### config.mk
export PLATFORM = sky130hd
export DESIGN_NAME = commu_m_top
export DESIGN_NICKNAME = d
export VERILOG_FILES = /design/src/source/commu_pkg.sv /design/src/source/commu_m_top.sv /design/src/source/commu_m_main.sv /design/src/source/pkg_buf_counter.sv /design/src/source/frm_edge_detect.sv
export SDC_FILE = /design/constraint.sdc
export NUM_CORES = 1
export LEC_CHECK = 0
export BUFFER_PORTS_ARGS = -buffer_cell sky130_fd_sc_hd__buf_4
export CAP_MARGIN = 20
export CORE_MARGIN = 2
export CORE_UTILIZATION = 56
export DETAILED_ROUTE_END_ITERATION = 7
export GPL_TIMING_DRIVEN = 0
export PLACE_DENSITY = 0.77
export SLEW_MARGIN = 20
export SYNTH_ARGS = -nofsm -noshare
export SYNTH_HDL_FRONTEND = slang
export SYNTH_SLANG_ARGS = --single-unit
### constraint.sdc
create_clock -name clk_sys -period 2.1 [get_ports clk_sys]
set_clock_uncertainty 0.15 [all_clocks]
set_input_delay 0.105 -clock clk_sys [delete_from_list [all_inputs] [get_ports clk_sys]]
set_output_delay 0.105 -clock clk_sys [all_outputs]
set_load 0.02 [all_outputs]
### src/source/commu_pkg.sv
// shared widths, controller state encoding and timing constants
// for the link-to-ARM packet notification block

package commu_pkg;

	// --------------------------------------------------
	// widths with a meaning
	// --------------------------------------------------
	typedef logic [3:0]  cnt_pkg_t;
	typedef logic [31:0] cnt_wait_t;
	typedef logic [7:0]  stu_t;

	// controller states, encoding kept from the board firmware map
	typedef enum logic [2:0] {
		IDLE = 3'h0,
		UP   = 3'h2,
		DOWN = 3'h3,
		RST  = 3'h6,
		DONE = 3'h7
	} st_buf_t;

	// --------------------------------------------------
	// timing, shortened from the seconds used on hardware
	// --------------------------------------------------
	localparam cnt_wait_t T_POR         = 32'd16;
	localparam cnt_wait_t T_WD_ARM_HIGH = 32'd64;
	localparam cnt_wait_t T_DOWN        = 32'd8;

	// interrupt only once more than this many packets wait
	localparam cnt_pkg_t CNT_PKG_IRQ = 4'd1;

	localparam stu_t STU_READY = 8'hff;
	localparam stu_t STU_IDLE  = 8'h00;

endpackage
### src/source/commu_m_top.sv
// top level: frame synchronizers, packet counter and controller

`timescale 1ns/1ns

module commu_m_top (
	input  logic                clk_sys,
	input  logic                rst_n,
	input  logic                pkg_done,
	input  logic                buf_frm,
	input  logic                repk_frm,
	output logic                arm_int_n,
	output commu_pkg::stu_t     stu_buf_rdy,
	output commu_pkg::cnt_pkg_t cnt_pkg_buf,
	output logic                wd_arm_high
);

	logic buf_frm_rise;
	logic repk_frm_fall;

	// --------------------------------------------------
	// ARM frame signals into clk_sys
	// --------------------------------------------------
	frm_edge_detect u_buf_frm_edge (
		.clk_sys (clk_sys),
		.rst_n   (rst_n),
		.frm     (buf_frm),
		.rise    (buf_frm_rise),
		.fall    ()
	);

	// end of each packet read
	frm_edge_detect u_repk_frm_edge (
		.clk_sys (clk_sys),
		.rst_n   (rst_n),
		.frm     (repk_frm),
		.rise    (),
		.fall    (repk_frm_fall)
	);

	// --------------------------------------------------
	// packet count and controller
	// --------------------------------------------------
	pkg_buf_counter u_pkg_buf_counter (
		.clk_sys       (clk_sys),
		.rst_n         (rst_n),
		.pkg_done      (pkg_done),
		.repk_frm_fall (repk_frm_fall),
		.flush         (wd_arm_high),
		.cnt_pkg_buf   (cnt_pkg_buf)
	);

	commu_m_main u_commu_m_main (
		.clk_sys      (clk_sys),
		.rst_n        (rst_n),
		.cnt_pkg_buf  (cnt_pkg_buf),
		.buf_frm_rise (buf_frm_rise),
		.arm_int_n    (arm_int_n),
		.stu_buf_rdy  (stu_buf_rdy),
		.wd_arm_high  (wd_arm_high)
	);

endmodule

### src/source/commu_m_main.sv
// interrupt FSM with power-on guard, ARM watchdog and hold-off
// drives the interrupt line and the buffer-ready status word

`timescale 1ns/1ns

module commu_m_main (
	input  logic                clk_sys,
	input  logic                rst_n,
	input  commu_pkg::cnt_pkg_t cnt_pkg_buf,
	input  logic                buf_frm_rise,
	output logic                arm_int_n,
	output commu_pkg::stu_t     stu_buf_rdy,
	output logic                wd_arm_high
);

	commu_pkg::st_buf_t st_buf;

	commu_pkg::cnt_wait_t cnt_por;
	commu_pkg::cnt_wait_t cnt_wd;
	commu_pkg::cnt_wait_t cnt_down;

	logic finish_rst;
	logic finish_down;
	logic bufpkg_now;

	// --------------------------------------------------
	// power-on guard
	// --------------------------------------------------
	always_ff @(posedge clk_sys or negedge rst_n) begin
		if (!rst_n) begin
			cnt_por <= '0;
		end else if (!finish_rst) begin
			cnt_por <= cnt_por + 32'd1;
		end
	end

	// stops counting here
	assign finish_rst = (cnt_por == commu_pkg::T_POR);

	// --------------------------------------------------
	// state machine
	// --------------------------------------------------
	assign bufpkg_now = (cnt_pkg_buf > commu_pkg::CNT_PKG_IRQ);

	always_ff @(posedge clk_sys or negedge rst_n) begin
		if (!rst_n) begin
			st_buf <= commu_pkg::RST;
		end else begin
			case (st_buf)
				commu_pkg::RST: begin
					if (finish_rst) begin
						st_buf <= commu_pkg::IDLE;
					end
				end
				commu_pkg::IDLE: begin
					if (bufpkg_now) begin
						st_buf <= commu_pkg::UP;
					end
				end
				commu_pkg::UP: begin
					// acknowledge or give up on the ARM
					if (buf_frm_rise || wd_arm_high) begin
						st_buf <= commu_pkg::DOWN;
					end
				end
				commu_pkg::DOWN: begin
					if (finish_down) begin
						st_buf <= commu_pkg::DONE;
					end
				end
				commu_pkg::DONE: begin
					st_buf <= commu_pkg::IDLE;
				end
				default: begin
					st_buf <= commu_pkg::IDLE;
				end
			endcase
		end
	end

	// hold-off in DOWN
	always_ff @(posedge clk_sys or negedge rst_n) begin
		if (!rst_n) begin
			cnt_down <= '0;
		end else if (st_buf == commu_pkg::DOWN) begin
			cnt_down <= cnt_down + 32'd1;
		end else begin
			cnt_down <= '0;
		end
	end

	// DOWN lasts T_DOWN cycles
	assign finish_down = (cnt_down == commu_pkg::T_DOWN - 32'd1);

	// --------------------------------------------------
	// interrupt line and watchdog
	// --------------------------------------------------
	always_ff @(posedge clk_sys or negedge rst_n) begin
		if (!rst_n) begin
			arm_int_n <= 1'b1;
		end else begin
			arm_int_n <= (st_buf != commu_pkg::UP);
		end
	end

	// counts cycles of interrupt held low
	always_ff @(posedge clk_sys or negedge rst_n) begin
		if (!rst_n) begin
			cnt_wd <= '0;
		end else if (!arm_int_n) begin
			cnt_wd <= cnt_wd + 32'd1;
		end else begin
			cnt_wd <= '0;
		end
	end

	// only fires while still waiting in UP, so a late ack cannot flush
	assign wd_arm_high = (st_buf == commu_pkg::UP) &&
		(cnt_wd == commu_pkg::T_WD_ARM_HIGH);

	// status word follows the line
	assign stu_buf_rdy = arm_int_n ? commu_pkg::STU_IDLE : commu_pkg::STU_READY;

endmodule

### src/source/pkg_buf_counter.sv
// count of packets waiting for the ARM
// saturates at both ends, cleared by the watchdog flush

`timescale 1ns/1ns

module pkg_buf_counter (
	input  logic               clk_sys,
	input  logic               rst_n,
	input  logic               pkg_done,
	input  logic               repk_frm_fall,
	input  logic               flush,
	output commu_pkg::cnt_pkg_t cnt_pkg_buf
);

	localparam commu_pkg::cnt_pkg_t CNT_MAX  = 4'd15;
	localparam commu_pkg::cnt_pkg_t CNT_ZERO = 4'd0;

	logic cnt_full;
	logic cnt_empty;

	assign cnt_full  = (cnt_pkg_buf == CNT_MAX);
	assign cnt_empty = (cnt_pkg_buf == CNT_ZERO);

	// --------------------------------------------------
	// count update
	// --------------------------------------------------
	always_ff @(posedge clk_sys or negedge rst_n) begin
		if (!rst_n) begin
			cnt_pkg_buf <= CNT_ZERO;
		end else if (flush) begin
			// ARM missed these, drop them all
			cnt_pkg_buf <= CNT_ZERO;
		end else begin
			case ({pkg_done, repk_frm_fall})
				2'b10: begin
					if (!cnt_full) begin
						cnt_pkg_buf <= cnt_pkg_buf + 4'd1;
					end
				end
				2'b01: begin
					if (!cnt_empty) begin
						cnt_pkg_buf <= cnt_pkg_buf - 4'd1;
					end
				end
				// both or neither, hold
				default: begin
					cnt_pkg_buf <= cnt_pkg_buf;
				end
			endcase
		end
	end

endmodule

### src/source/frm_edge_detect.sv
// synchronizer and edge pulses for one ARM frame level

`timescale 1ns/1ns

module frm_edge_detect (
	input  logic clk_sys,
	input  logic rst_n,
	input  logic frm,
	output logic rise,
	output logic fall
);

	// two sync stages then one history stage
	logic frm_sync1;
	logic frm_sync2;
	logic frm_hist;

	always_ff @(posedge clk_sys or negedge rst_n) begin
		if (!rst_n) begin
			frm_sync1 <= 1'b0;
			frm_sync2 <= 1'b0;
			frm_hist  <= 1'b0;
		end else begin
			frm_sync1 <= frm;
			frm_sync2 <= frm_sync1;
			frm_hist  <= frm_sync2;
		end
	end

	// high for the cycle between the second and third flop update
	assign rise = frm_sync2 & ~frm_hist;
	assign fall = ~frm_sync2 & frm_hist;

endmodule

==> results.cfg <==
[status]
status = complete, but fails checks
violations = setup timing

[finish]
stdcell_count = 775
drive_gt1_frac = 0.277
nets = 652
fillers = 706
final_area_um2 = 6870
multi_input_area_um2 = 3000
antennaDiodeCount = 0
layout-area-overhead-vs-synth_pct = 21.3
regArea_um2 = 2780

[sta]
final.period_utilization = 1.03
fin_crit_ns = 2.17
slew_headroom = 0.420
slew_viol_final = 0
worstMarginPinSlew_ns = 0.870
hold_viol_final = 0
fmax_mhz = 460
rsz0062_at_grt = true
setup_violations = 1
setup_tns_ns = -0.0719
layout_setup_ws_ns = -0.0719

[power_and_ir_drop]
power.internal_mw = 3.54
p_sw_frac = 0.328
comb_power_share = 0.265
power_frac_clock = 0.268
ir_drop_v = 0.000696
power.switching_mw = 1.73
p_leak_nw = 2.86
pwr-share-seq = 0.466
power_density_nw_per_um2 = 767

[clock_network]
clock-sinks = 110
clock_latency_ns = 0.38
cts_buffers = 9
cts_root_buf = clkbuf_8
htreeDepth = 3
clk_pin_slew_worst_paths_ns = 0.10
clockBufferDepth = 2
cts_tree = done

[route]
antenna_left = 0
via_count = 4765
wl_per_cell_um = 16.9
wl_um = 13100
drc = 0
drtPass1Iterations = 5
viasPerCell = 6.15
drt-initial-drc-count = 236

[floorplan]
rows = 36
core_area_um2 = 9770
boundaryPins = 19
die_h_um = 105
die-area_um2 = 10900
fp.dieW_um = 105
initial_core_util = 0.579

[logic_synthesis]
synth.area.top_cells = dfrtp_1 47%, xnor2_1 5.0%, xor2_1 3.7%
yosysTopAreaCell = dfrtp_1
synth_nets = 589
yosysSeqAreaShare = 0.487
post_synth_num_cell_types = 46
synth_commonest_cells = 107 x dfrtp_1, 41 x nand3_1, 38 x nor2_1, 36 x a21oi_1, 32 x xnor2_1
yosys_warnings = 0
synth-edff-count = 0
synthCells = 574
netlist_area_um2 = 5660
async_flop_share = 1.00
ys_seq_elements = 110
avgSynthCellArea_um2 = 9.86
synth_ff_type = dfrtp_1
synth_top_cell_area_share = 0.473
synth.most_common_cell = dfrtp_1

[global_routing]
track_usage = 0.248
grt_max_degree = 111
grt_pass1_wl_um = 22100
grt_overflow_total = 0
antenna_found_initial = 0
grt_pass1_vias = 4686

[worst_setup_path]
crit_family = simple AND/OR/NAND/NOR gates
cp_num_buf_inv = 3
cp_max_fo = 4
slowest_delay_ns = 0.40
ff2ff_path_depth = 4
path_cells = inv_1 -> ha_2 -> nor4b_4 -> nand4_1 -> buf_4 -> nor3_4 -> buf_6
startpoint_type = flop
path_depth = 7
cp_data_arrival_time_ns = 1.92
critical_path_class = flop to primary output
cp_slowest_cell = dfrtp_1
cp_data_required_time_ns = 1.85
cp-end-kind = primary output

[run]
maxCapViolations = 0

[placement]
finalWeightedCongestion = 0.867
place_inst = 725
dp_hpwl_um = 8010
portBuffers = 18
place_area_um2 = 5970

[min_path]
hp-class = input port to asynchronous set/reset pin
## logic make-up (layout without fill, tap and decap cells)
family,after synthesis,in the layout,synth area share
mux,6,6,0.0113
flops,110,110,0.487
xor+xnor,56,56,0.0866
buf+inv,50,118,0.0402
simple gates,263,263,0.269
fa+ha+maj,10,10,0.0221
compound gates,79,79,0.0838
## repair_timing
action | CTS | global route
buffers inserted | 23 | 19
setup endpoints to repair | 45 | 49
pin swaps | 7 | 20
hold endpoints to repair | 109 | 0
hold buffers | 3 | 0
resized for setup | 50 | 56
## metal layers
metal,part of all wire,vias up,track usage
met5,0,-,0
met1,0.43,2350,0.328
met3,0.052,24,0.0518
li1,-,2240,-
met4,0.016,0,0.0724
met2,0.50,151,0.415
## path summary, 6_finish.rpt
kind                            slack, ns                          end                         from
worst max register to register       0.04  u_commu_m_main.cnt_down[23]  u_commu_m_main.cnt_down[15]
worst min register to register       0.21    u_repk_frm_edge.frm_sync2    u_repk_frm_edge.frm_sync1
worst min-delay path                 0.21     u_repk_frm_edge.frm_hist                        rst_n
min in group clk_sys                 0.21    u_repk_frm_edge.frm_sync2    u_repk_frm_edge.frm_sync1
worst max-delay path                -0.07                  wd_arm_high     u_commu_m_main.cnt_wd[1]
max in group asynchronous            0.91    u_commu_m_main.cnt_wd[15]                        rst_n
## cell usage in the layout, fill, tap and decap left out, types with 3 or more instances in the layout
cell type,n
and2_1,3
dfrtp_2,21
or4_1,11
nor4_2,5
dfstp_2,3
xor2_1,24
nor2_1,37
clkbuf_8,11
and3_1,13
mux2_2,3
ha_1,5
or4_4,10
nor3_1,11
clkbuf_1,4
and4_1,10
xnor2_1,31
buf_6,3
buf_4,66
or3_1,12
ha_2,3
a21oi_2,7
nand4_1,28
nor2b_1,3
inv_1,21
nand2_1,25
mux2i_1,3
dlygate4sd3_1,3
nand3_1,39
o31ai_1,16
clkinv_2,3
o41ai_2,3
nor4_1,22
a21oi_1,29
dfrtp_1,86
o21ai_0,15
or3_4,3
## worst register-to-register path: stages, from the launching register on
cell and delay, ns:
dfrtp_1 0.41, nand4_4 0.14, or4_4 0.61, or4_4 0.55
a21oi_2 0.14
## state kept, by name, indices dropped and copies added, names as in the netlist
register	count
u_commu_m_main.cnt_wd	32
u_buf_frm_edge.frm_hist	1
u_buf_frm_edge.frm_sync2	1
u_commu_m_main.st_buf	3
u_commu_m_main.arm_int_n	1
u_pkg_buf_counter.cnt_pkg_buf	4
u_repk_frm_edge.frm_sync1	1
u_commu_m_main.cnt_down	32
u_commu_m_main.cnt_por	32
u_buf_frm_edge.frm_sync1	1
u_repk_frm_edge.frm_sync2	1
u_repk_frm_edge.frm_hist	1
## final cells by class
cell class	instances	share of cell area
buffer	19	0.0191
multi-input combinational	414	0.437
clock inverter	6	0.0122
clock buffer	10	0.0200
inverter	21	0.0115
tap	133	0.0242
timing repair buffer	62	0.0709
sequential	110	0.405
## through the flow
| stage | power, mW | worst slack, ns | hold slack, ns | util |
|---|---|---|---|---|
| floorplan | 3.23 | 0.0148 | -0.341 | - |
| global placement | 3.67 | -0.306 | 0.0658 | 0.610 |
| detailed placement | 3.72 | -0.394 | 0.0657 | 0.610 |
| CTS | 5.19 | -0.0490 | 0.211 | 0.671 |
| global route | 5.52 | -0.215 | 0.213 | 0.703 |
| finish | 5.27 | -0.0719 | 0.207 | 0.703 |
## power groups by stage
stage / registers [mW] / logic, mW / clock network [mW]
6_report: 2.46 / 1.40 / 1.41
3_3_place_gp: 2.42 / 1.25 / 0
2_1_floorplan: 2.46 / 0.771 / 0
3_5_place_dp: 2.44 / 1.28 / 0
4_1_cts: 2.42 / 1.34 / 1.43
5_1_grt: 2.49 / 1.52 / 1.52
Power figures use the tool's default switching activity.
